**src/cart_pkg.sv**
```systemverilog
// cartridge memory path package
// widths, request and header structs, header word offsets and MBC1 mapping constants
`default_nettype none

package cart_pkg;

   // ------------------------------
   // widths with a meaning
   // ------------------------------
   typedef logic [7:0]  byte_t;
   typedef logic [15:0] word_t;
   typedef logic [15:0] cart_addr_t;
   // memory word address, full width of the external memory map
   typedef logic [23:0] mem_addr_t;
   // bank field above the 12 in-bank word bits
   typedef logic [8:0]  bank_t;
   // bit 1 selects the high byte, bit 0 the low byte
   typedef logic [1:0]  byte_lanes_t;

   localparam int ROM_BANK_BITS = 7;
   localparam int RAM_BANK_BITS = 2;

   // ------------------------------
   // structs
   // ------------------------------
   typedef struct packed {
      mem_addr_t   addr;
      word_t       wdata;
      byte_lanes_t lanes;
      logic        we;
      logic        rd;
   } mem_req_t;

   typedef struct packed {
      byte_t mbc_type;
      byte_t rom_size;
      byte_t ram_size;
   } cart_hdr_t;

   typedef struct packed {
      logic [ROM_BANK_BITS-1:0] rom_mask;
      logic [RAM_BANK_BITS-1:0] ram_mask;
      logic                     mbc1;
   } cart_masks_t;

   // ------------------------------
   // header and mapping constants
   // ------------------------------
   // image bytes 0x147 and 0x148/0x149 land in these words
   localparam mem_addr_t HDR_TYPE_WORD = 24'h0000a3;
   localparam mem_addr_t HDR_SIZE_WORD = 24'h0000a4;

   // word address bits that the on-chip memory decodes
   localparam int MEM_ADDR_BITS = 21;

   // cartridge RAM lives from bank 256 up
   localparam bank_t RAM_REGION_BANK = 9'd256;

   // mbc type codes that mean MBC1 (plain, +ram, +ram+battery)
   localparam byte_t MBC1_TYPE_FIRST = 8'h01;
   localparam byte_t MBC1_TYPE_LAST  = 8'h03;

   // cpu address regions by bits 15..13
   localparam logic [2:0] REGION_RAM_EN   = 3'd0;
   localparam logic [2:0] REGION_ROM_BANK = 3'd1;
   localparam logic [2:0] REGION_RAM_BANK = 3'd2;
   localparam logic [2:0] REGION_MODE     = 3'd3;
   localparam logic [2:0] REGION_CART_RAM = 3'd5;

   // low nibble that switches cartridge RAM on
   localparam logic [3:0] RAM_ENABLE_KEY = 4'ha;

   localparam byte_lanes_t LANES_BOTH = 2'b11;

endpackage

`default_nettype wire

```
**src/mem_arbiter.sv**
```systemverilog
// memory arbiter
// the download port owns the memory while a download runs,
// otherwise the mapper request goes through untouched
`timescale 1ns/1ps
`default_nettype none

module mem_arbiter (
   input  logic                clk64,
   input  logic                dl_active,
   input  logic                dl_wr,
   input  cart_pkg::mem_addr_t dl_addr,
   input  cart_pkg::word_t     dl_data,
   input  cart_pkg::mem_req_t  cart_req,
   output cart_pkg::mem_req_t  mem_req
);
   import cart_pkg::*;

   mem_req_t dl_req;

   // download writes whole words, never reads
   always_comb begin
      dl_req.addr  = dl_addr;
      dl_req.wdata = dl_data;
      dl_req.lanes = LANES_BOTH;
      dl_req.we    = dl_wr;
      dl_req.rd    = 1'b0;
   end

   // ------------------------------
   // grant
   // ------------------------------
   // cart requests during a download are dropped, not held
   always_comb begin
      if (dl_active) begin
         mem_req = dl_req;
      end else begin
         mem_req = cart_req;
      end
   end

   // whoever wins, the memory sees one kind of access per cycle
   grant_no_rd_wr: assert property (
      @(posedge clk64) !(mem_req.we && mem_req.rd)
   );

   // a granted write always lands in at least one byte
   grant_wr_has_lanes: assert property (
      @(posedge clk64) mem_req.we |-> (mem_req.lanes != '0)
   );

endmodule

`default_nettype wire

```
**config.mk**
```make
export PLATFORM = sky130hd
export DESIGN_NAME = mem_arbiter
export DESIGN_NICKNAME = d
export VERILOG_FILES = /design/src/cart_pkg.sv /design/src/mem_arbiter.sv
export SDC_FILE = /design/constraint.sdc
export NUM_CORES = 1
export LEC_CHECK = 0
export ABC_CLOCK_PERIOD_IN_PS = 800
export BUFFER_PORTS_ARGS = -buffer_cell sky130_fd_sc_hd__buf_2
export CORE_ASPECT_RATIO = 2
export CORE_MARGIN = 2
export CORE_UTILIZATION = 25
export DETAILED_ROUTE_END_ITERATION = 6
export PLACE_DENSITY_LB_ADDON = 0.12
export REMOVE_ABC_BUFFERS = 1
export SLEW_MARGIN = 40
export SYNTH_ARGS = -nofsm -noshare
export SYNTH_HDL_FRONTEND = slang
export SYNTH_SLANG_ARGS = --single-unit
export TNS_END_PERCENT = 1
```
**constraint.sdc**
```tcl
create_clock -name vclk -period 0.8
set_clock_uncertainty 0.05 [all_clocks]
set_input_delay 0.08 -clock vclk [all_inputs]
set_output_delay 0.08 -clock vclk [all_outputs]
set_load 0.03 [all_outputs]
```
==> results.json <==
{
  "multiInputGateArea_um2": 639,
  "drive_gt1_frac": 0.995,
  "ys_seq_area_frac": 0,
  "io_pins": 131,
  "crit_path_start": "dl_active",
  "core-area_um2": 2740,
  "ir_drop_v": 0.000418,
  "die_w_um": 41.6,
  "synthDistinctLibCells": 7,
  "initial_core_util": 0.258,
  "num_antenna_cells": 0,
  "rsz0062_at_grt": "yes",
  "vias": 930,
  "avgSynthCellArea_um2": 14.4,
  "drv_cap": 0,
  "layout_min_cycle_time_ns": 0.964,
  "grt_pass1_vias": 1021,
  "pwr-share-comb": 1.000,
  "slew_headroom": 0.921,
  "port_buffers": 130,
  "worstMarginPinSlew_ns": 0.118,
  "fin_crit_sh": 1.20,
  "die_y_um": 79.1,
  "netlist_top_cells_area": "mux2_4, buf_12, mux2_2, buf_8, or2_2",
  "antenna_found_initial": 0,
  "start_kind": "primary input",
  "drt_wl_total_mm": 3.03,
  "worstPathRequired_ns": 0.67,
  "num_rows": 27,
  "yosysWarnings": 0,
  "arrival_ns": 0.83,
  "fmaxAchievable_mhz": 1040,
  "setup_viol": 44,
  "place_area_um2": 1350,
  "internal-power_uw": 814,
  "clock_buffers": 0,
  "hp-start": "cart_req[3]",
  "synth_top_area_share": 0.787,
  "final_nets": 271,
  "p_leak_uw": 0.00105,
  "failed_checks": "setup timing",
  "drv_slew": 0,
  "whs_endpoint": "mem_req[3]",
  "grt_pass1_wl_mm": 4.26,
  "whs_path_depth": 3,
  "fin_area_um2": 1820,
  "fin_total_pwr_uw": 1450,
  "syn_to_final_growth_pct": 158,
  "power_frac_clock": 0,
  "grt_max_degree": 13,
  "vias_per_cell": 4.41,
  "dieArea_um2": 3290,
  "hold_viol_final": 0,
  "seqPwrFrac": 0,
  "fin_util": 0.665,
  "path_class": "in2out",
  "status": "complete, but fails checks",
  "grt_usage": 0.157,
  "p_sw_frac": 0.439,
  "fillers": 227,
  "setup_slack_ns": -0.164,
  "regArea_um2": 0,
  "drc": 0,
  "ant_nets": 0,
  "endpoint_kind": "output port",
  "synth_area_um2": 706,
  "worstHoldPathType": "in2out",
  "wl_per_cell_um": 14.4,
  "synth_cells": 49,
  "grt.overflow.total": 0,
  "power.density_nw_per_um2": 797,
  "cts_setup_buffers": 0,
  "drtIter0Drc": 2,
  "p_switching_uw": 637,
  "gp_congestion": 0.691,
  "design.seq.count": 0,
  "dr.pass1.iters": 3,
  "critPathMaxFanout": 8,
  "synth_top_area_cell": "mux2_4"
}
## critical path, cell delays in order
cell	delay, ns
buf_16	0.14
clkbuf_16	0.16
mux2_4	0.30
buf_6	0.14
## layer usage
| metal | track usage | wire length [um] |
|---|---|---|
| met1 | 0.144 | 881 |
| met2 | 0.338 | 1870 |
| met3 | 0.0364 | 280 |
| met4 | 0.0129 | 0 |
| met5 | 0 | 0 |
## cells by family after synthesis
group / after synthesis / share of synthesized area
simple gates: 3 / 0.0266
buf+inv: 5 / 0.122
mux: 41 / 0.851
## cells in the mapped netlist
| cell type | number |
|---|---|
| mux2_2 | 4 |
| buf_12 | 3 |
| buf_8 | 1 |
| mux2_4 | 37 |
| or2_2 | 2 |
| buf_6 | 1 |
| nor2b_1 | 1 |
## cell type report
cell class | instances | share of cell area
multi-input combinational | 44 | 0.351
tap | 29 | 0.0199
timing repair buffer | 138 | 0.629
## worst max path at each step
stage          cells after the start  slack, ns           to
2_1_floorplan                      1       0.13   mem_req[0]
3_3_place_gp                       4      -0.28   mem_req[4]
3_5_place_dp                       4      -0.29   mem_req[4]
4_1_cts                            4      -0.18   mem_req[4]
5_1_grt                            4      -0.18  mem_req[20]
6_report                           4      -0.16  mem_req[20]
## placed cells by master, fill, tap and decap left out
| cell type | Yosys | routed |
|---|---|---|
| nor2b_1 | 1 | 1 |
| buf_12 | 3 | 2 |
| buf_4 | 0 | 1 |
| mux2_4 | 37 | 41 |
| clkbuf_16 | 0 | 2 |
| buf_16 | 0 | 5 |
| or2_4 | 0 | 2 |
| buf_2 | 0 | 85 |
| buf_6 | 1 | 43 |
## metrics by stage
step                cells  hold WS, ns  worst slack, ns  setup TNS, ns
floorplan              44        0.220            0.135              0
global placement      205        0.450           -0.277         -10.37
detailed placement    205        0.454           -0.288         -10.61
CTS                   209        0.404           -0.178          -6.54
global route          211        0.415           -0.176          -6.60
finish                211        0.409           -0.164          -5.89
## what timing repair did
| item | CTS | global route |
|---|---|---|
| gates resized for setup | 67 | 35 |
| cloned | 4 | 2 |
| pin swaps | 0 | 2 |
| setup endpoints to repair | 44 | 44 |
| hold endpoints to repair | 0 | 0 |
| hold buffers | 0 | 0 |
## power groups by stage
stage | logic (uW) | clock network [uW] | registers, uW
floorplan | 651 | 0 | 0
global placement | 1060 | 0 | 0
detailed placement | 1080 | 0 | 0
CTS | 1310 | 0 | 0
global route | 1520 | 0 | 0
finish | 1450 | 0 | 0
No activity file was read; power rests on OpenSTA's default activity.
