[config.mk]
export PLATFORM = sky130hd
export DESIGN_NAME = mbc1_mapper
export DESIGN_NICKNAME = d
export VERILOG_FILES = /design/src/cart_pkg.sv /design/src/mbc1_mapper.sv
export SDC_FILE = /design/constraint.sdc
export NUM_CORES = 1
export LEC_CHECK = 0
export BUFFER_PORTS_ARGS = -buffer_cell sky130_fd_sc_hd__buf_2
export CORE_ASPECT_RATIO = 0.7
export CORE_UTILIZATION = 34
export CTS_BUF_LIST = sky130_fd_sc_hd__clkbuf_8
export DETAILED_ROUTE_END_ITERATION = 8
export PLACE_DENSITY_LB_ADDON = 0.08
export SLEW_MARGIN = 20
export SYNTH_ARGS = -nofsm -noshare
export SYNTH_HDL_FRONTEND = slang
export SYNTH_SLANG_ARGS = --single-unit
[constraint.sdc]
create_clock -name clk64 -period 1.1 [get_ports clk64]
set_input_delay 0.11 -clock clk64 [delete_from_list [all_inputs] [get_ports clk64]]
set_output_delay 0.11 -clock clk64 [all_outputs]
set_load 0.1 [all_outputs]
[src/cart_pkg.sv]
// cartridge memory path package
// widths, request and header structs, header word offsets and MBC1 mapping constants
`default_nettype none

package cart_pkg;

   // ------------------------------
   // widths with a meaning
   // ------------------------------
   typedef logic [7:0]  byte_t;
   typedef logic [15:0] word_t;
   typedef logic [15:0] cart_addr_t;
   // memory word address, full width of the external memory map
   typedef logic [23:0] mem_addr_t;
   // bank field above the 12 in-bank word bits
   typedef logic [8:0]  bank_t;
   // bit 1 selects the high byte, bit 0 the low byte
   typedef logic [1:0]  byte_lanes_t;

   localparam int ROM_BANK_BITS = 7;
   localparam int RAM_BANK_BITS = 2;

   // ------------------------------
   // structs
   // ------------------------------
   typedef struct packed {
      mem_addr_t   addr;
      word_t       wdata;
      byte_lanes_t lanes;
      logic        we;
      logic        rd;
   } mem_req_t;

   typedef struct packed {
      byte_t mbc_type;
      byte_t rom_size;
      byte_t ram_size;
   } cart_hdr_t;

   typedef struct packed {
      logic [ROM_BANK_BITS-1:0] rom_mask;
      logic [RAM_BANK_BITS-1:0] ram_mask;
      logic                     mbc1;
   } cart_masks_t;

   // ------------------------------
   // header and mapping constants
   // ------------------------------
   // image bytes 0x147 and 0x148/0x149 land in these words
   localparam mem_addr_t HDR_TYPE_WORD = 24'h0000a3;
   localparam mem_addr_t HDR_SIZE_WORD = 24'h0000a4;

   // word address bits that the on-chip memory decodes
   localparam int MEM_ADDR_BITS = 21;

   // cartridge RAM lives from bank 256 up
   localparam bank_t RAM_REGION_BANK = 9'd256;

   // mbc type codes that mean MBC1 (plain, +ram, +ram+battery)
   localparam byte_t MBC1_TYPE_FIRST = 8'h01;
   localparam byte_t MBC1_TYPE_LAST  = 8'h03;

   // cpu address regions by bits 15..13
   localparam logic [2:0] REGION_RAM_EN   = 3'd0;
   localparam logic [2:0] REGION_ROM_BANK = 3'd1;
   localparam logic [2:0] REGION_RAM_BANK = 3'd2;
   localparam logic [2:0] REGION_MODE     = 3'd3;
   localparam logic [2:0] REGION_CART_RAM = 3'd5;

   // low nibble that switches cartridge RAM on
   localparam logic [3:0] RAM_ENABLE_KEY = 4'ha;

   localparam byte_lanes_t LANES_BOTH = 2'b11;

endpackage

`default_nettype wire

[src/mbc1_mapper.sv]
// MBC1 mapper
// holds the bank, ram enable and mode registers, turns cpu addresses into
// memory word addresses and byte lanes, and picks the read byte
`timescale 1ns/1ps
`default_nettype none

module mbc1_mapper (
   input  logic                  clk64,
   input  logic                  reset,
   input  logic                  dl_active,
   input  cart_pkg::cart_masks_t masks,
   input  cart_pkg::cart_addr_t  cart_addr,
   input  cart_pkg::byte_t       cart_di,
   input  logic                  cart_rd,
   input  logic                  cart_wr,
   input  cart_pkg::word_t       ram_dout,
   output cart_pkg::mem_req_t    cart_req,
   output cart_pkg::byte_t       cart_do
);
   import cart_pkg::*;

   logic [2:0]               region;
   logic [4:0]               rom_bank_reg;
   logic [RAM_BANK_BITS-1:0] ram_bank_reg;
   logic                     ram_enable;
   logic                     mode;
   logic [ROM_BANK_BITS-1:0] rom_bank;
   logic [RAM_BANK_BITS-1:0] ram_bank;
   bank_t                    mbc1_bank;
   bank_t                    bank;
   logic                     a0_q;

   // 8k regions of the cpu cartridge window
   assign region = cart_addr[15:13];

   // ------------------------------
   // cpu register interface
   // ------------------------------
   // a running download also puts the mapper back to its power-up state
   always_ff @(posedge clk64) begin
      if (reset || dl_active) begin
         rom_bank_reg <= 5'd1;
         ram_bank_reg <= '0;
         ram_enable   <= 1'b0;
         mode         <= 1'b0;
      end else if (cart_wr) begin
         case (region)
            REGION_RAM_EN: begin
               ram_enable <= (cart_di[3:0] == RAM_ENABLE_KEY);
            end
            REGION_ROM_BANK: begin
               // bank 0 cannot be mapped into the upper window
               rom_bank_reg <= (cart_di[4:0] == 5'd0) ? 5'd1 : cart_di[4:0];
            end
            REGION_RAM_BANK: begin
               ram_bank_reg <= cart_di[1:0];
            end
            REGION_MODE: begin
               mode <= cart_di[0];
            end
            default: begin
            end
         endcase
      end
   end

   // ------------------------------
   // bank selection
   // ------------------------------
   // mode 0: ram bank register drives the upper two rom bank bits
   // mode 1: upper rom bits are zero
   // masking makes small images mirror
   assign rom_bank = {(mode ? 2'b00 : ram_bank_reg), rom_bank_reg} & masks.rom_mask;

   // ram is banked only in mode 1
   assign ram_bank = (mode ? ram_bank_reg : 2'b00) & masks.ram_mask;

   always_comb begin
      if (cart_addr[15:14] == 2'b00) begin
         // fixed bank 0, 16k
         mbc1_bank = {8'd0, cart_addr[13]};
      end else if (cart_addr[15:14] == 2'b01) begin
         // switchable 16k rom bank
         mbc1_bank = {1'b0, rom_bank, cart_addr[13]};
      end else if (region == REGION_CART_RAM) begin
         // 8k ram bank in the ram half of the map
         mbc1_bank = RAM_REGION_BANK + bank_t'(ram_bank);
      end else begin
         mbc1_bank = '0;
      end
   end

   // no mapper: plain 32k linear rom
   assign bank = masks.mbc1 ? mbc1_bank : {7'd0, cart_addr[14:13]};

   // ------------------------------
   // memory request
   // ------------------------------
   always_comb begin
      cart_req.addr  = mem_addr_t'({bank, cart_addr[12:1]});
      // even address is the high byte of the word
      cart_req.lanes = {~cart_addr[0], cart_addr[0]};
      cart_req.wdata = {cart_di, cart_di};
      // only the enabled ram window reaches memory, rom writes are register writes
      cart_req.we    = cart_wr && ram_enable && (region == REGION_CART_RAM);
      cart_req.rd    = cart_rd;
   end

   // remember which byte the last read asked for
   always_ff @(posedge clk64) begin
      if (cart_rd) begin
         a0_q <= cart_addr[0];
      end
   end

   assign cart_do = a0_q ? ram_dout[7:0] : ram_dout[15:8];

   // the cpu side never reads and writes in the same cycle
   cpu_strobes_exclusive: assert property (
      @(posedge clk64) disable iff (reset) !(cart_rd && cart_wr)
   );

endmodule

`default_nettype wire

==> qor.yml, run 1 <==
run_status:
  status: "complete, but fails checks"
  violations: "negative setup slack"
clocking:
  clk_path_buf_depth: 2
  clk_latency_ns: 0.24
  path_clk_slew_ns: 0.05
  cts_num_sinks: 10
  clockRootBuffer: "clkbuf_8"
  htree_levels: 1
  cts_made_buffers: 3
  cts_tree: "built"
  holdBufCountCts: 0
timing:
  rsz0062_at_grt: "yes"
  slew_viol_final: 0
  setup_viol: 13
  fin_tns_setup_ns: -2.63
  max_freq_ghz: 0.729
  fin_skew_ns: 0
  setup_ws_ns: -0.271
  hold_viol_final: 0
  holdWs_ns: 0.0823
  fin_crit_ns: 1.37
  fin_crit_sh: 1.25
setup_path:
  crit_arrival_ns: 1.26
  cp-end-kind: "output pin"
  worst_setup_path_start_kind: "register"
  worstPathRequired_ns: 0.99
  crit_type: "register to output pin"
  critPathMaxFanout: 8
  setup.worst_path.start: "a0_q"
  r2r-start: "ram_bank_reg[0]"
  reg2reg_depth: 3
drt:
  vias_per_cell: 4.77
  wl_um: 2760
  route.detailed.drc: 0
  first_pass_iters: 4
  vias: 896
  postRouteAntennaNets: 0
  drt_iter0_drc: 20
  wire_per_inst_um: 14.7
layout:
  fillerInstances: 185
  multi_input_area_sq_um: 541
  largest_register_ffs: 5
  diodes: 0
  fin_nets: 210
  design_area_sq_um: 1730
  drive_above_1_share: 0.747
  regArea_sq_um: 218
  area_growth_pct: 91.8
synth:
  async_flop_share: 0
  synth-main-ff-cell: "dfxtp_1"
  synth_seq_area_share: 0.233
  synth_top_cell_area_share: 0.275
  synth_edf_count: 1
  synthMuxAreaShare: 0.189
  synth_area_per_cell_sq_um: 9.02
  synthCells: 100
  ys_top_cells_by_count: "buf_4 (33), dfxtp_1 (9), mux2_2 (8), mux2i_1 (8), nor2_1 (8)"
  synth-seq-cells: 10
  yosysWarnings: 0
  yosysUniqueCellTypes: 28
  netlist_area_sq_um: 902
  synth-simple-area-share: 0.241
  yosysMostFrequentCell: "buf_4"
  synth-compound-area-share: 0.0264
  synthXorXnorAreaFrac: 0
  yosys.area.top_type: "buf_4"
  synth_top_family_by_area: "buffers and inverters"
  synth_area_leaders: "buf_4 (27%), dfxtp_1 (20%), mux2_2 (10%)"
  synth_fa_ha_area_frac: 0
pwr:
  fin_total_pwr_uw: 1740
  powerDensity_nw_per_um2: 1000
  ir_worst_vdd_uv: 1090
  p_leak_uw: 0.000800
floorplanning:
  start_util: 0.361
  core-area_sq_um: 2500
  die_h_um: 45.1
  num_rows: 15
  dieWidth_um: 63.6
  ios: 107
  die-area_sq_um: 2870
min_path:
  holdPathStages: 1
  hp-start: "cart_addr[0]"
  min_path_type: "input port to register"
placement:
  port-buffer-count: 70
  place_area_sq_um: 1620
  dpl.hpwl_um: 2340
  pre_cts_slack_ns: -0.0489
  gp_congestion: 0.798
grt:
  grt-ovfl-total: 0
  antenna_found_initial: 0
  grt_pass1_vias: 818
  grt_pass1_wl_um: 4060
  grt_usage: 0.192
  grt_max_degree: 9
run:
  drv_cap: 0
## final timing paths
path	slack, ns	endpoint
worst max-delay path	-0.27	cart_do[3]
worst min-delay path	0.08	a0_q
worst max register to register	0.39	ram_bank_reg[0]
worst min register to register	0.48	rom_bank_reg[0]
## timing repair
item	in CTS	in global routing
pin swaps	6	2
gates resized for setup	14	8
buffers inserted	1	0
setup endpoints to repair	15	17
## power by group
| part | internal [uW] | switching [uW] | leakage, uW |
|---|---|---|---|
| clock | 244 | 145 | 0.0000269 |
| combinational | 346 | 627 | 0.000689 |
| sequential | 373 | 3.02 | 0.0000837 |
| total | 963 | 776 | 0.000800 |
## placed cells by master (no fill, tap or decap), drive strengths merged
| cell | count |
|---|---|
| a21boi | 1 |
| a31oi | 1 |
| a41o | 1 |
| and3 | 6 |
| and3b | 1 |
| and4bb | 2 |
| buf | 83 |
| clkbuf | 4 |
| conb | 3 |
| dfxtp | 9 |
| edfxtp | 1 |
| inv | 3 |
| mux2 | 8 |
| mux2i | 8 |
| nand2 | 1 |
| nand3 | 1 |
| nand3b | 1 |
| nand4b | 2 |
| nor2 | 9 |
| nor2b | 1 |
| nor3 | 3 |
| nor4 | 1 |
| nor4b | 2 |
| nor4bb | 1 |
| or2 | 1 |
## through the flow
stage / utilization / cells
after floorplan: - / 102
after global placement: 0.647 / 183
after detailed placement: 0.647 / 183
after CTS: 0.685 / 188
after global routing: 0.693 / 188
final: 0.693 / 188
## worst max-delay path, stage by stage, from the launching register on
cell	delay, ns
edfxtp_1	0.37
buf_6	0.16
mux2_4	0.32
buf_12	0.17
## metal layers
layer | up-vias | wire [um] | global-route usage
met5 | - | 0 | 0
met3 | 8 | 167 | 0.0455
li1 | 423 | - | -
met1 | 426 | 1170 | 0.243
met4 | 0 | 39 | 0.0818
met2 | 39 | 1380 | 0.317
## area by class of cell
type / instances / area share
Multi-Input combinational cell: 54 / 0.312
Clock inverter: 1 / 0.00217
Inverter: 2 / 0.00434
Tap cell: 34 / 0.0246
Clock buffer: 3 / 0.0239
Timing Repair Buffer: 84 / 0.507
Sequential cell: 10 / 0.126
## logic make-up after synthesis
| family | after synthesis |
|---|---|
| AND/OR/NAND/NOR | 32 |
| multiplexers | 16 |
| AO/OA/AOI/OAI | 3 |
| other | 1 |
| flip-flops | 10 |
| buffers and inverters | 38 |
No activity file was read; power rests on OpenSTA's default activity.
==> run 2: changes to the inputs <==
--- a/config.mk
+++ b/config.mk
@@ -5,11 +5,11 @@
 export SDC_FILE = /design/constraint.sdc
 export NUM_CORES = 1
 export LEC_CHECK = 0
-export BUFFER_PORTS_ARGS = -buffer_cell sky130_fd_sc_hd__buf_2
-export CORE_ASPECT_RATIO = 0.7
-export CORE_UTILIZATION = 34
+export CORE_UTILIZATION = 50
 export CTS_BUF_LIST = sky130_fd_sc_hd__clkbuf_8
 export DETAILED_ROUTE_END_ITERATION = 8
+export DONT_BUFFER_PORTS = 1
+export GPL_TIMING_DRIVEN = 0
 export PLACE_DENSITY_LB_ADDON = 0.08
 export SLEW_MARGIN = 20
 export SYNTH_ARGS = -nofsm -noshare
==> constraint.sdc (replaced) <==
create_clock -name clk64 -period 1.1 [get_ports clk64]
set_input_delay 0.11 -clock clk64 [delete_from_list [all_inputs] [get_ports clk64]]
set_output_delay 0.11 -clock clk64 [all_outputs]
set_load 0.05 [all_outputs]
==> qor.yml, run 2 (synthesized netlist as in run 1, its figures left out) <==
layout:
  diodes: 0  # unchanged
  area_growth_pct: 28.3
  layout.cells.most_common_list: "buf_4 (37), mux2_4 (8), mux2i_1 (8), nor2_1 (8), dfxtp_1 (6)"
  largest_register_ffs: 5  # unchanged
  utilization: 0.726  # +0.0328
  final_common_cell: "buf_4"
  drive_above_1_share: 0.616  # -0.131
  fin_nets: 168  # -20%
setup_path:
  r2r_end: "mode"
  cp-end-kind: "output pin"
  crit_type: "register to output pin"
  rrSetupSlack_ns: 0.33  # -0.06 ns
  reg2reg_depth: 3  # unchanged
  path_cells: "nand4b_1 > a31oi_4"
  worstPathRequired_ns: 0.99  # about the same
  worst_setup_path_start_kind: "register"
  r2r-start: "mode"
  crit_path_top_delay_cell: "a31oi_4"
  crit_arrival_ns: 1.17  # -0.09 ns
  slowest_delay_ns: 0.43  # +0.06 ns
  critPathMaxFanout: 3  # -5
clocking:
  path_clk_slew_ns: 0.05  # about the same
  cts_tree: "built"
  htree_levels: 1  # unchanged
  clk_latency_ns: 0.23  # about the same
  cts_num_sinks: 10  # unchanged
  clk_path_buf_depth: 2  # unchanged
  cts_made_buffers: 3  # unchanged
  clockRootBuffer: "clkbuf_8"
drt:
  wl_um: 2140  # -23%
  vias: 724  # -19%
  first_pass_iters: 4  # unchanged
  postRouteAntennaNets: 0  # unchanged
  vias_per_cell: 5.32  # +12%
  top_layer_used: "met4"
  wire_per_inst_um: 15.7  # +7.1%
  route.met3.wl_um: 178  # +6.6%
  drt_iter0_drc: 14  # -30%
  route.detailed.drc: 0  # unchanged
  met2_length_um: 1190  # -13%
  met1_length_um: 744  # -37%
pwr:
  power.switching_uw: 575  # -26%
  seqPwrFrac: 0.275  # +0.059
  powerDensity_nw_per_um2: 1180  # +18%
  combPwrFrac: 0.441  # -0.119
  intPower_uw: 793  # -18%
  p_leak_uw: 0.000520  # -35%
  ir_worst_vdd_uv: 884  # -19%
  clkPwrFrac: 0.285  # +0.061
  switching_share: 0.420  # -0.0258
placement:
  dpl.hpwl_um: 1630  # -30%
  gp_congestion: 0.731  # -8.3%
  pre_cts_slack_ns: -0.133  # -0.0846 ns
  port-buffer-count: 0  # -100%
timing:
  relSlewSlack: 0.608
  fin_skew_ns: 0  # unchanged
  fin_crit_sh: 1.16  # -0.0819
  rsz0062_at_grt: "yes"
  max_freq_ghz: 0.781  # +7.0%
  slew_viol_final: 0  # unchanged
  setup_viol: 13  # unchanged
  fin_crit_ns: 1.28  # -0.0900 ns
  worst-slew-pin-transition_ns: 0.586
  setup_ws_ns: -0.181  # +0.0900 ns
  hold_viol_final: 0  # unchanged
grt:
  grt_usage: 0.212  # +0.0205
  grt_max_degree: 11  # +2
  antenna_found_initial: 0  # unchanged
  grt_pass1_vias: 650  # -21%
  grt_pass1_wl_um: 3030  # -25%
  grt-ovfl-total: 0  # unchanged
floorplanning:
  num_rows: 14  # -1
  core-area_sq_um: 1590  # -36%
  dieWidth_um: 44.5  # -30%
  die_h_um: 44.5  # -1.4%
  die-area_sq_um: 1980  # -31%
  ios: 107  # unchanged
  start_util: 0.566  # +0.205
min_path:
  holdPathStages: 2  # +1
  whs_endpoint: "rom_bank_reg[0]"
  hp-start: "cart_di[0]"
  min_path_type: "input port to register"
run_status:
  violations: "negative setup slack"
  status: "complete, but fails checks"
run:
  drv_cap: 0  # unchanged
-- run 2: cell types whose count changed in the layout (fill, tap and decap cells not counted), sizes merged --
cell,change
buf,-43
dlygate4sd3,+2
clkbuf,-1
clkinvlp,+1
inv,-1
-- run 2: per-layer routing --
layer	track usage	vias up
li1	-	336
met1	0.236	331
met2	0.397	52
met3	0.0408	5
met4	0.0727	0
met5	0	-
-- run 2: worst max-delay path by stage --
| stage | slack, ns | start | to | depth (start not counted) |
|---|---|---|---|---|
| after floorplan | -0.10 | cart_addr[13] | cart_req[33] | 3 |
| after global placement | -0.13 | cart_addr[13] | cart_req[33] | 3 |
| after detailed placement | -0.13 | cart_addr[13] | cart_req[33] | 3 |
| after CTS | -0.17 | a0_q | cart_do[7] | 2 |
| after global routing | -0.20 | a0_q | cart_do[0] | 2 |
| final | -0.18 | mode | cart_req[32] | 2 |
-- run 2: repair_timing --
item / CTS / global route
endpoints found under the hold margin: 2 / 0
setup endpoints to repair: 17 / 13
hold buffers: 2 / 0
gates resized for setup: 27 / 2
pin swaps: 6 / 2
buffers inserted: 1 / 3
-- run 2: layout make-up --
type / count / area, sq um
plain buffers: 36 / 275
clock buffers: 3 / 41.3
clock inverters: 1 / 3.75
fillers: 135 / 437
inverters: 2 / 11.3
multi-input cells: 54 / 529
flip-flops and latches: 10 / 216
well taps: 24 / 30.0
repair buffers: 6 / 50.0
-- run 2: critical path, delay by kind of cell, from the launching register on --
family          cells  cell delay [ns]
compound gates      1             0.43
flops               1             0.34
simple gates        1             0.16
-- run 2: per-stage QoR --
stage                     instance area (sq um)  instances  power (uW)  setup TNS (ns)  hold slack, ns
after floorplan                             943        102         926          -0.165           0.209
after global placement                      973        126         942          -0.416           0.209
after detailed placement                    973        126         944          -0.492           0.209
after CTS                                  1130        133        1360           -1.73         0.00875
after global routing                       1160        136        1400           -2.34          0.0271
final                                      1160        136        1370           -2.03         0.00590
-- run 2: power by group through the flow --
stage | Combinational, uW | Sequential (uW) | Clock (uW)
finish | 603 | 375 | 389
global route | 620 | 375 | 409
CTS | 600 | 376 | 384
detailed placement | 560 | 384 | 0
global placement | 558 | 384 | 0
floorplan | 543 | 383 | 0
