[src/cart_pkg.sv]
// cartridge memory path package
// widths, request and header structs, header word offsets and MBC1 mapping constants
`default_nettype none

package cart_pkg;

   // ------------------------------
   // widths with a meaning
   // ------------------------------
   typedef logic [7:0]  byte_t;
   typedef logic [15:0] word_t;
   typedef logic [15:0] cart_addr_t;
   // memory word address, full width of the external memory map
   typedef logic [23:0] mem_addr_t;
   // bank field above the 12 in-bank word bits
   typedef logic [8:0]  bank_t;
   // bit 1 selects the high byte, bit 0 the low byte
   typedef logic [1:0]  byte_lanes_t;

   localparam int ROM_BANK_BITS = 7;
   localparam int RAM_BANK_BITS = 2;

   // ------------------------------
   // structs
   // ------------------------------
   typedef struct packed {
      mem_addr_t   addr;
      word_t       wdata;
      byte_lanes_t lanes;
      logic        we;
      logic        rd;
   } mem_req_t;

   typedef struct packed {
      byte_t mbc_type;
      byte_t rom_size;
      byte_t ram_size;
   } cart_hdr_t;

   typedef struct packed {
      logic [ROM_BANK_BITS-1:0] rom_mask;
      logic [RAM_BANK_BITS-1:0] ram_mask;
      logic                     mbc1;
   } cart_masks_t;

   // ------------------------------
   // header and mapping constants
   // ------------------------------
   // image bytes 0x147 and 0x148/0x149 land in these words
   localparam mem_addr_t HDR_TYPE_WORD = 24'h0000a3;
   localparam mem_addr_t HDR_SIZE_WORD = 24'h0000a4;

   // word address bits that the on-chip memory decodes
   localparam int MEM_ADDR_BITS = 21;

   // cartridge RAM lives from bank 256 up
   localparam bank_t RAM_REGION_BANK = 9'd256;

   // mbc type codes that mean MBC1 (plain, +ram, +ram+battery)
   localparam byte_t MBC1_TYPE_FIRST = 8'h01;
   localparam byte_t MBC1_TYPE_LAST  = 8'h03;

   // cpu address regions by bits 15..13
   localparam logic [2:0] REGION_RAM_EN   = 3'd0;
   localparam logic [2:0] REGION_ROM_BANK = 3'd1;
   localparam logic [2:0] REGION_RAM_BANK = 3'd2;
   localparam logic [2:0] REGION_MODE     = 3'd3;
   localparam logic [2:0] REGION_CART_RAM = 3'd5;

   // low nibble that switches cartridge RAM on
   localparam logic [3:0] RAM_ENABLE_KEY = 4'ha;

   localparam byte_lanes_t LANES_BOTH = 2'b11;

endpackage

`default_nettype wire

[src/cart_header.sv]
// cartridge header capture
// snoops download writes for the type and size bytes, derives bank masks
`timescale 1ns/1ps
`default_nettype none

module cart_header (
   input  logic                  clk64,
   input  logic                  reset,
   input  logic                  dl_active,
   input  logic                  dl_wr,
   input  cart_pkg::mem_addr_t   dl_addr,
   input  cart_pkg::word_t       dl_data,
   output cart_pkg::cart_hdr_t   hdr,
   output cart_pkg::cart_masks_t masks
);
   import cart_pkg::*;

   // header bytes, words are big endian so 0x148 is the high byte
   always_ff @(posedge clk64) begin
      if (reset) begin
         hdr <= '0;
      end else if (dl_active && dl_wr) begin
         if (dl_addr == HDR_TYPE_WORD) begin
            hdr.mbc_type <= dl_data[7:0];
         end
         if (dl_addr == HDR_SIZE_WORD) begin
            hdr.rom_size <= dl_data[15:8];
            hdr.ram_size <= dl_data[7:0];
         end
      end
   end

   // rom size code n means 2 << n banks of 16k
   always_comb begin
      case (hdr.rom_size)
         8'd0:    masks.rom_mask = 7'b0000001;
         8'd1:    masks.rom_mask = 7'b0000011;
         8'd2:    masks.rom_mask = 7'b0000111;
         8'd3:    masks.rom_mask = 7'b0001111;
         8'd4:    masks.rom_mask = 7'b0011111;
         8'd5:    masks.rom_mask = 7'b0111111;
         default: masks.rom_mask = 7'b1111111;
      endcase
   end

   // 2k and 8k parts have a single bank, everything else gets four
   assign masks.ram_mask = ((hdr.ram_size == 8'd1) || (hdr.ram_size == 8'd2)) ? 2'b00 : 2'b11;

   assign masks.mbc1 = (hdr.mbc_type >= MBC1_TYPE_FIRST) && (hdr.mbc_type <= MBC1_TYPE_LAST);

endmodule

`default_nettype wire

[config.mk]
export PLATFORM = sky130hd
export DESIGN_NAME = cart_header
export DESIGN_NICKNAME = d
export VERILOG_FILES = /design/src/cart_pkg.sv /design/src/cart_header.sv
export SDC_FILE = /design/constraint.sdc
export NUM_CORES = 1
export LEC_CHECK = 0
export BUFFER_PORTS_ARGS = -buffer_cell sky130_fd_sc_hd__buf_4
export CORE_ASPECT_RATIO = 1.1
export CORE_MARGIN = 4
export CORE_UTILIZATION = 34
export DETAILED_ROUTE_END_ITERATION = 8
export GPL_ROUTABILITY_DRIVEN = 0
export PLACE_DENSITY = 0.68
export SETUP_SLACK_MARGIN = 0.1
export SYNTH_ARGS = -nofsm -noshare
export SYNTH_HDL_FRONTEND = slang
export SYNTH_SLANG_ARGS = --single-unit
[constraint.sdc]
create_clock -name clk64 -period 4.6 [get_ports clk64]
set_input_delay 0.23 -clock clk64 [delete_from_list [all_inputs] [get_ports clk64]]
set_output_delay 0.23 -clock clk64 [all_outputs]
set_load 0.03 [all_outputs]
==> results_dict.tcl, run 1 <==
set metrics [dict create \
    cts_buffer_depth 2 \
    cts.clk_slew.worst_paths_ns 0.13 \
    synth_flop_cell "dfxtp_1" \
    critPathRequiredTime_ns 4.37 \
    grt_pass1_vias 1315 \
    hold_violations 0 \
    pwr-share-seq_pct 61.2 \
    tritoncts "done" \
    port_buffers 76 \
    p_leak_nw 0.733 \
    met1_usage_pct 21.2 \
    cts_root_buf "clkbuf_4" \
    htree_levels 1 \
    p_int_mw 0.263 \
    synth_top_area_cell "dfxtp_1" \
    clock-sinks 24 \
    fin_crit_ns 2.27 \
    whs_ns 0.175 \
    synth_edf_count 0 \
    synth_area_leaders "dfxtp_1 (42%), nand4_1 (14%), o21ai_0 (11%)" \
    largest_reg_flops 24 \
    area_delta_synth_final_pct 49.1 \
    wl_per_cell_um 16.2 \
    switching_share_pct 22.4 \
    max_cap_viol_count 0 \
    vias 1354 \
    dp_hpwl_mm 3.00 \
    drtIter0Drc 81 \
    chipWidth_um 63.4 \
    hold-path-endpoint "hdr[9]$_SDFFE_PP0P_" \
    rsz0062_at_grt "false" \
    drt-pass1-iter-count 4 \
    status "complete, no violations" \
    worstSetupEndpointType "output port" \
    power.density_nw_per_um2 198 \
    relSlewSlack_pct 36.7 \
    holdPathStages 3 \
    critPathKind "flop to output port" \
    ant_nets 0 \
    reg.largest.list "hdr x24" \
    skew_ns 0 \
    p_clk_share_pct 27.1 \
    die_area_um2 4370 \
    track_usage_pct 17.9 \
    grt_util_met3_pct 4.54 \
    antenna_found_initial 0 \
    ctsHoldBuffers 0 \
    hold_path.class "input pin to flop" \
    grt_max_degree 25 \
    synth_cells 142 \
    setup_tns_ns 0 \
    grt.met2_usage_pct 32.5 \
    fp.dieH_um 69.0 \
    fmax_mhz 440 \
    async_reset_ff_share_pct 0 \
    arrival_ns 2.04 \
    cts_resized 0 \
    avgSynthCellArea_um2 8.09 \
    post-place-ws_ns 2.30 \
    grt_first_pass_wirelength_mm 6.28 \
    syn-num-nets 186 \
    layout-drive-gt1-share_pct 40.8 \
    power_switching_mw 0.0762 \
    ys_seq_elements 24 \
    io_pins 78 \
    rr_worst_depth 2 \
    cp-start-kind "flop" \
    r2r_end "hdr[10]$_SDFFE_PP0P_" \
    postCtsSetupBuffers 0 \
    antenna_cells 0 \
    setup_slack_ns 2.33 \
    core_um2 3150 \
    r2r_start "hdr[10]$_SDFFE_PP0P_" \
    fin_crit_sh_pct 49.4 \
    insertion_delay_ns 0.31 \
    largest-register "hdr" \
    slew_violations 0 \
    drc 0 \
    via_per_inst 5.64 \
    initial_utilization_pct 36.4 \
    yosysWarnings 0 \
    irDropWorstVdd_uv 86.3 \
    hp-start "dl_data[9]" \
    rrSetupSlack_ns 3.84 \
    wirelength_mm 3.90 \
    netlist.area_leader.share_pct 41.8 \
    pwr-share-comb_pct 11.7 \
    tightest_slew_ns 0.946 \
    synth_cell_types 26 \
    setup_viol 0 \
    nNetsFinal 252 \
    power_mw 0.340 \
    synth_area_um2 1150 \
    cts_inserted_buffers 3 \
    seq_area_frac_synth_pct 41.8 \
    grt_overflow 0 \
    rows 21 \
    path_max_fanout 4 \
    grt-busiest-layer "met2" \
]
-- area by class of cell --
| class | count | area, um2 |
|---|---|---|
| Fill cell | 310 | 1440 |
| Multi-Input combinational cell | 103 | 597 |
| Timing Repair Buffer | 76 | 571 |
| Sequential cell | 24 | 480 |
| Tap cell | 34 | 42.5 |
| Clock buffer | 3 | 22.5 |
-- how the worst max path moves through the flow --
stage | slack (ns) | end | from | depth (start not counted)
CTS | 2.33 | masks[4] | hdr[14]$_SDFFE_PP0P_ | 4
global placement | 2.46 | hdr[0]$_SDFFE_PP0P_ | dl_addr[1] | 5
global route | 2.25 | masks[4] | hdr[14]$_SDFFE_PP0P_ | 4
finish | 2.33 | masks[4] | hdr[14]$_SDFFE_PP0P_ | 4
detailed placement | 2.30 | hdr[10]$_SDFFE_PP0P_ | dl_addr[1] | 5
floorplan | 2.53 | masks[0] | hdr[19]$_SDFFE_PP0P_ | 2
-- power groups by stage --
stage | registers, mW | logic (mW) | clock network (mW)
floorplan | 0.212 | 0.00880 | 0
global placement | 0.212 | 0.0390 | 0
global route | 0.208 | 0.0428 | 0.102
finish | 0.208 | 0.0397 | 0.0922
detailed placement | 0.212 | 0.0395 | 0
CTS | 0.208 | 0.0396 | 0.0924
-- synth_stat cells, drive strengths merged, types with 2 or more instances --
cell and instances:
nor2 3, clkbuf 8, or4 2, or3 2, buf 7, nor4 5
o21ai 25, dfxtp 24, nand2 2, nor4bb 2, nand3 4, a21oi 24
nand4 25
-- per-layer routing --
layer	share of wire, %	vias to the layer above
met5	0	-
met4	1.1	0
met3	8.6	6
met2	50	60
met1	40	615
li1	-	673
-- critical path, stage by stage (launching register included) --
cell	delay (ns)
dfxtp_1	0.36
or4_4	0.54
or3_4	0.35
or3_1	0.31
buf_4	0.17
-- cells in the final DEF (no fill, tap or decap), types with 2 or more instances in the layout --
master and count:
a21oi_1 24, o21ai_0 25, nand3_1 4, nor2_1 3, nor4bb_1 2, nor4_1 5, nand4_1 25, dfxtp_1 24
nand2_1 2, clkbuf_4 3, buf_4 76
-- per-stage QoR --
stage	utilization (%)	instances	area, um2
after floorplan	-	142	1150
after global placement	53.6	237	1690
after global routing	54.3	240	1710
final	54.3	240	1710
after CTS	54.3	240	1710
after detailed placement	53.6	237	1690
-- kinds of logic (layout without fill, tap and decap cells) --
family / after synthesis / in the layout / synth area share [%]
AOI/OAI and AO/OA: 50 / 50 / 22.1
xor gates and xnor gates: 1 / 1 / 0.763
buffers and inverters: 15 / 79 / 6.21
DFF: 24 / 24 / 41.8
other: 1 / 1 / 0.326
and+or+nand+nor: 51 / 51 / 28.8
No activity file was read; power rests on OpenSTA's default activity.
==> run 2, diff against run 1 <==
--- a/config.mk
+++ b/config.mk
@@ -5,13 +5,13 @@
 export SDC_FILE = /design/constraint.sdc
 export NUM_CORES = 1
 export LEC_CHECK = 0
+export ABC_AREA = 1
 export BUFFER_PORTS_ARGS = -buffer_cell sky130_fd_sc_hd__buf_4
 export CORE_ASPECT_RATIO = 1.1
 export CORE_MARGIN = 4
 export CORE_UTILIZATION = 34
 export DETAILED_ROUTE_END_ITERATION = 8
 export GPL_ROUTABILITY_DRIVEN = 0
-export PLACE_DENSITY = 0.68
 export SETUP_SLACK_MARGIN = 0.1
 export SYNTH_ARGS = -nofsm -noshare
 export SYNTH_HDL_FRONTEND = slang
==> constraint.sdc (replaced) <==
create_clock -name clk64 -period 2.2 [get_ports clk64]
set_input_delay 0.11 -clock clk64 [delete_from_list [all_inputs] [get_ports clk64]]
set_output_delay 0.11 -clock clk64 [all_outputs]
set_load 0.03 [all_outputs]
==> run 2 against run 1 <==
Combinational power rose to 2.5 times the previous value; sequential power rose by 110%; flip-flop and latch count did not move; routed wire length fell by 11%; clock skew stayed put; clock-buffer cell count unchanged; critical path type unchanged; largest cell class unchanged.
==> results_dict.tcl, run 2 <==
set metrics [dict create \
    status "complete, no violations" \
    track_usage_pct 14.8 \
    ant_nets 0 \
    insertion_delay_ns 0.26 \
    setup_viol 0 \
    worstSetupEndpointType "output port" \
    cp.buffers_inverters 1 \
    p_leak_nw 1.05 \
    synth_cells 204 \
    yosysWarnings 0 \
    cts_buffer_depth 2 \
    power.density_nw_per_um2 462 \
    worstPathCellList "nor2_1 -> nand2_1 -> nor3_1 -> o21ai_0 -> buf_4" \
    antenna_cells 0 \
    cts_inserted_buffers 3 \
    fin_crit_sh_pct 72.5 \
    synth_area_um2 1330 \
    vias 1432 \
    nNetsFinal 321 \
    grt_pass1_vias 1318 \
    cts_resized 0 \
    tritoncts "done" \
    wirelength_mm 3.49 \
    synth_cell_types 24 \
    setup_slack_ns 0.604 \
    path_max_fanout 4 \
    port_buffers 76 \
    postCtsSetupBuffers 0 \
    cts.clk_slew.worst_paths_ns 0.08 \
    synth_area_leaders "dfxtp_1 (36%), nor2_1 (18%), nand4_1 (11%)" \
    fp.dieH_um 73.5 \
    post-synth-top-count-cell "nor2_1" \
    ys_seq_elements 24 \
    async_reset_ff_share_pct 0 \
    largest-register "hdr" \
    hp-start "dl_data[13]" \
    critical-path-slowest-cell "dfxtp_1" \
    layout-drive-gt1-share_pct 33.3 \
    max_cap_viol_count 0 \
    seq_area_frac_synth_pct 36.2 \
    r2r_start "hdr[9]$_SDFFE_PP0P_" \
    clock-sinks 24 \
    synth_flop_cell "dfxtp_1" \
    reg.largest.list "hdr x24" \
    cp-start-kind "flop" \
    slew_violations 0 \
    hold_path.class "input pin to flop" \
    final_cell_mix "buf_4 (78), nor2_1 (64), nand2_1 (34)" \
    cpPeakStageDelay_ns 0.34 \
    grt_max_degree 25 \
    arrival_ns 1.49 \
    critPathKind "flop to output port" \
    grt_overflow 0 \
    tightest_slew_ns 0.644 \
    avgSynthCellArea_um2 6.51 \
    final_common_cell "buf_4" \
    chipWidth_um 67.6 \
    wl_per_cell_um 10.7 \
    fmax_mhz 627 \
    hold_violations 0 \
    fin_crit_ns 1.60 \
    drtIter0Drc 55 \
    via_per_inst 4.39 \
    antenna_found_initial 0 \
    synth_common_cells "nor2_1 (64), nand2_1 (34), dfxtp_1 (24), inv_1 (24), nand4_1 (24)" \
    drt-pass1-iter-count 4 \
    grt_first_pass_wirelength_mm 5.75 \
    area_delta_synth_final_pct 49.8 \
    irDropWorstVdd_uv 341 \
    dp_hpwl_mm 2.83 \
    ctsHoldBuffers 0 \
    largest_reg_flops 24 \
    synth_edf_count 0 \
    critPathRequiredTime_ns 2.09 \
    htree_levels 1 \
    initial_utilization_pct 35.8 \
    cp-startpoint "hdr[13]$_SDFFE_PP0P_" \
    skew_ns 0 \
    setup_tns_ns 0 \
    drc 0 \
    core_um2 3710 \
    netlist.area_leader.share_pct 36.2 \
    cts_root_buf "clkbuf_8" \
    io_pins 78 \
    rsz0062_at_grt "false" \
    die_area_um2 4970 \
    post-place-ws_ns 0.864 \
    relSlewSlack_pct 57.0 \
    syn-num-nets 248 \
    critPathTopFamily "simple AND/OR/NAND/NOR gates" \
    rows 23 \
    synth_top_area_cell "dfxtp_1" \
]
-- run 2: path summary, 6_finish.rpt --
check	end	slack, ns	depth (start not counted)
max	masks[6]	0.60	5
min	hdr[13]$_SDFFE_PP0P_	0.16	5
max reg2reg	hdr[9]$_SDFFE_PP0P_	1.58	2
min reg2reg	hdr[5]$_SDFFE_PP0P_	0.51	2
-- run 2: cells by family (layout without fill, tap and decap cells) --
kind of cell / Yosys count / in the layout / synth area share [%]
buf+inv: 36 / 108 / 11.8
other cells: 1 / 1 / 0.282
simple gates: 138 / 138 / 49.5
flops: 24 / 24 / 36.2
compound gates: 5 / 5 / 2.26
-- run 2: worst min-delay path: cells and delay by family --
kind	cells	cell delay (ns)
buffers and inverters	2	0.11
AND/OR/NAND/NOR	3	0.19
-- run 2: routing by layer --
metal,track usage (%),part of all wire [%]
met1,18.2,43
met2,25.9,51
met3,3.06,6.1
met4,3.83,0.72
met5,0,0
-- run 2: final cells by class --
class | count | area, um2
Fill cell | 399 | 1720
Multi-Input combinational cell | 144 | 691
Timing Repair Buffer | 78 | 586
Sequential cell | 24 | 480
Inverter | 26 | 97.6
Tap cell | 50 | 62.6
Clock buffer | 3 | 41.3
Clock inverter | 1 | 30.0
-- run 2: metrics by stage --
step | cell area [um2] | hold slack (ns) | std cells | power [mW] | util (%)
floorplan | 1330 | 0.311 | 204 | 0.481 | -
global placement | 1920 | 0.432 | 322 | 0.545 | 51.6
detailed placement | 1920 | 0.439 | 322 | 0.545 | 51.6
CTS | 1990 | 0.156 | 326 | 0.930 | 53.6
global route | 1990 | 0.176 | 326 | 0.960 | 53.6
finish | 1990 | 0.162 | 326 | 0.918 | 53.6
-- run 2: report_power, final --
part	total, mW	switching (mW)	internal [mW]
clock network	0.384	0.141	0.243
logic	0.100	0.0405	0.0596
registers	0.434	0.0000000150	0.434
==> run 3, diff against run 2 <==
--- a/config.mk
+++ b/config.mk
@@ -12,6 +12,7 @@
 export CORE_UTILIZATION = 34
 export DETAILED_ROUTE_END_ITERATION = 8
 export GPL_ROUTABILITY_DRIVEN = 0
+export PLACE_DENSITY = 0.67
 export SETUP_SLACK_MARGIN = 0.1
 export SYNTH_ARGS = -nofsm -noshare
 export SYNTH_HDL_FRONTEND = slang
==> constraint.sdc (replaced) <==
create_clock -name clk64 -period 1.3 [get_ports clk64]
set_input_delay 0.065 -clock clk64 [delete_from_list [all_inputs] [get_ports clk64]]
set_output_delay 0.065 -clock clk64 [all_outputs]
set_load 0.03 [all_outputs]
==> run 3 against run 2 <==
Setup slack got worse by 0.60 ns; core utilization grew 3.3 points; flip-flop and latch count unchanged; critical path depth fell by 2; via count rose by 4.4%; largest cell class unchanged; highest routed layer unchanged.
==> results_dict.tcl, run 3 (synthesized netlist as in run 2, its figures left out) <==
set metrics [dict create \
    cts_buffer_depth 2 \
    grt_first_pass_wirelength_mm 5.91 \
    irDropWorstVdd_uv 378 \
    io_pins 78 \
    hold_violations 0 \
    power_switching_mw 0.304 \
    grt_overflow 0 \
    drc 0 \
    wirelength_mm 3.63 \
    p_leak_nw 1.11 \
    cp-start-kind "flop" \
    layout-drive-gt1-share_pct 41.0 \
    largest_reg_flops 24 \
    area_delta_synth_final_pct 58.9 \
    p_int_mw 1.05 \
    fin_crit_sh_pct 99.4 \
    drtIter0Drc 92 \
    drt-pass1-iter-count 5 \
    grt_pass1_vias 1409 \
    critPathTopFamily "flip-flops" \
    htree_levels 1 \
    nNetsFinal 328 \
    rows 23 \
    via_per_inst 4.49 \
    pwr-share-comb_pct 12.6 \
    initial_utilization_pct 35.8 \
    arrival_ns 1.23 \
    cpPeakStageDelay_ns 0.35 \
    insertion_delay_ns 0.26 \
    chipWidth_um 67.6 \
    ant_nets 0 \
    status "complete, no violations" \
    final_cells 333 \
    critical-path-slowest-cell "dfxtp_2" \
    final_common_cell "buf_4" \
    cts.clk_slew.worst_paths_ns 0.09 \
    cp.buffers_inverters 1 \
    setup_viol 0 \
    cts_inserted_buffers 3 \
    antenna_cells 0 \
    post-place-ws_ns 0.146 \
    fp.dieH_um 73.5 \
    fill_cells 376 \
    die_area_um2 4970 \
    vias 1495 \
    tritoncts "done" \
    rsz0062_at_grt "true" \
    reg.largest.list "hdr x24" \
    pwr-share-seq_pct 53.9 \
    track_usage_pct 15.3 \
    worstPathCellList "nor4_4 -> o211a_1 -> buf_6" \
    wl_per_cell_um 10.9 \
    setup_slack_ns 0.00786 \
    fin_crit_ns 1.29 \
    power.density_nw_per_um2 644 \
    core_um2 3710 \
    largest-register "hdr" \
    antenna_found_initial 0 \
    switching_share_pct 22.4 \
    critPathKind "flop to output port" \
    hold_path.class "input pin to flop" \
    slew_violations 0 \
    max_cap_viol_count 0 \
    dp_hpwl_mm 2.87 \
    clock-sinks 24 \
    fmax_mhz 774 \
    skew_ns 0 \
    cts_root_buf "clkbuf_8" \
    critPathRequiredTime_ns 1.24 \
    worstSetupEndpointType "output port" \
    dp.cells 326 \
    grt_max_degree 25 \
    ctsHoldBuffers 0 \
    port_buffers 76 \
    path_max_fanout 2 \
    rrSetupSlack_ns 0.57 \
    p_clk_share_pct 33.5 \
    final_cell_mix "buf_4 (81), nor2_1 (62), nand2_1 (33), inv_1 (24), nand4_1 (24)" \
]
run 3: cell types whose count changed in the layout (fill, tap and decap cells not counted), moves of 2 or more:
cell / change
dfxtp_2: +10
dfxtp_1: -11
buf_4: +3
nor2_1: -2
buf_6: +4
nor2_4: +2
nor4_1: -2
nor4_4: +2
run 3: area by class of cell:
class	count	area [um2]	share of cell area, %
clock buffers	4	45.0	2.14
inverters	26	97.6	4.63
multi-input cells	144	754	35.8
flip-flops and latches	24	497	23.5
well taps	50	62.6	2.97
repair buffers	85	653	31.0
run 3: worst paths after layout:
path                        start                    to  depth (start not counted)
max          hdr[23]$_SDFFE_PP0P_              masks[0]                          3
min                   dl_data[10]  hdr[10]$_SDFFE_PP0P_                          5
max reg2reg  hdr[23]$_SDFFE_PP0P_  hdr[23]$_SDFFE_PP0P_                          3
min reg2reg   hdr[7]$_SDFFE_PP0P_   hdr[7]$_SDFFE_PP0P_                          2
run 3: stage by stage:
step / utilization [%] / power (mW) / setup TNS (ns) / hold slack (ns) / area (um2)
final: 56.8 / 1.36 / 0 / 0.109 / 2110
after global routing: 56.8 / 1.42 / -0.384 / 0.139 / 2110
after CTS: 56.6 / 1.37 / -0.00658 / 0.117 / 2100
after detailed placement: 53.0 / 0.922 / 0 / 0.396 / 1970
after global placement: 53.0 / 0.920 / 0 / 0.383 / 1970
after floorplan: - / 0.812 / 0 / 0.266 / 1350
run 3: layer usage:
metal	track usage [%]	vias up	wire [um]
met4	4.28	0	34
li1	-	800	-
met3	3.06	4	243
met5	0	-	0
met1	18.6	648	1500
met2	26.8	43	1840
run 3: tightest hold or removal path: cells and delay by family:
kind,cells,cell delay [ns]
buffers and inverters,2,0.10
and+or+nand+nor,3,0.19
run 3: timing repair:
action | CTS | global route
pin swaps | 3 | 3
gates resized for setup | 18 | 1
setup buffers | 3 | 0
endpoints found under the setup margin | 9 | 9
hold endpoints to repair | 0 | 0
run 3: power groups by stage:
| stage | Sequential [mW] | Clock [mW] | Combinational [mW] |
|---|---|---|---|
| 2_1_floorplan | 0.749 | 0 | 0.0621 |
| 3_3_place_gp | 0.749 | 0 | 0.171 |
| 3_5_place_dp | 0.749 | 0 | 0.172 |
| 4_1_cts | 0.732 | 0.461 | 0.173 |
| 5_1_grt | 0.732 | 0.494 | 0.193 |
| 6_report | 0.732 | 0.455 | 0.171 |
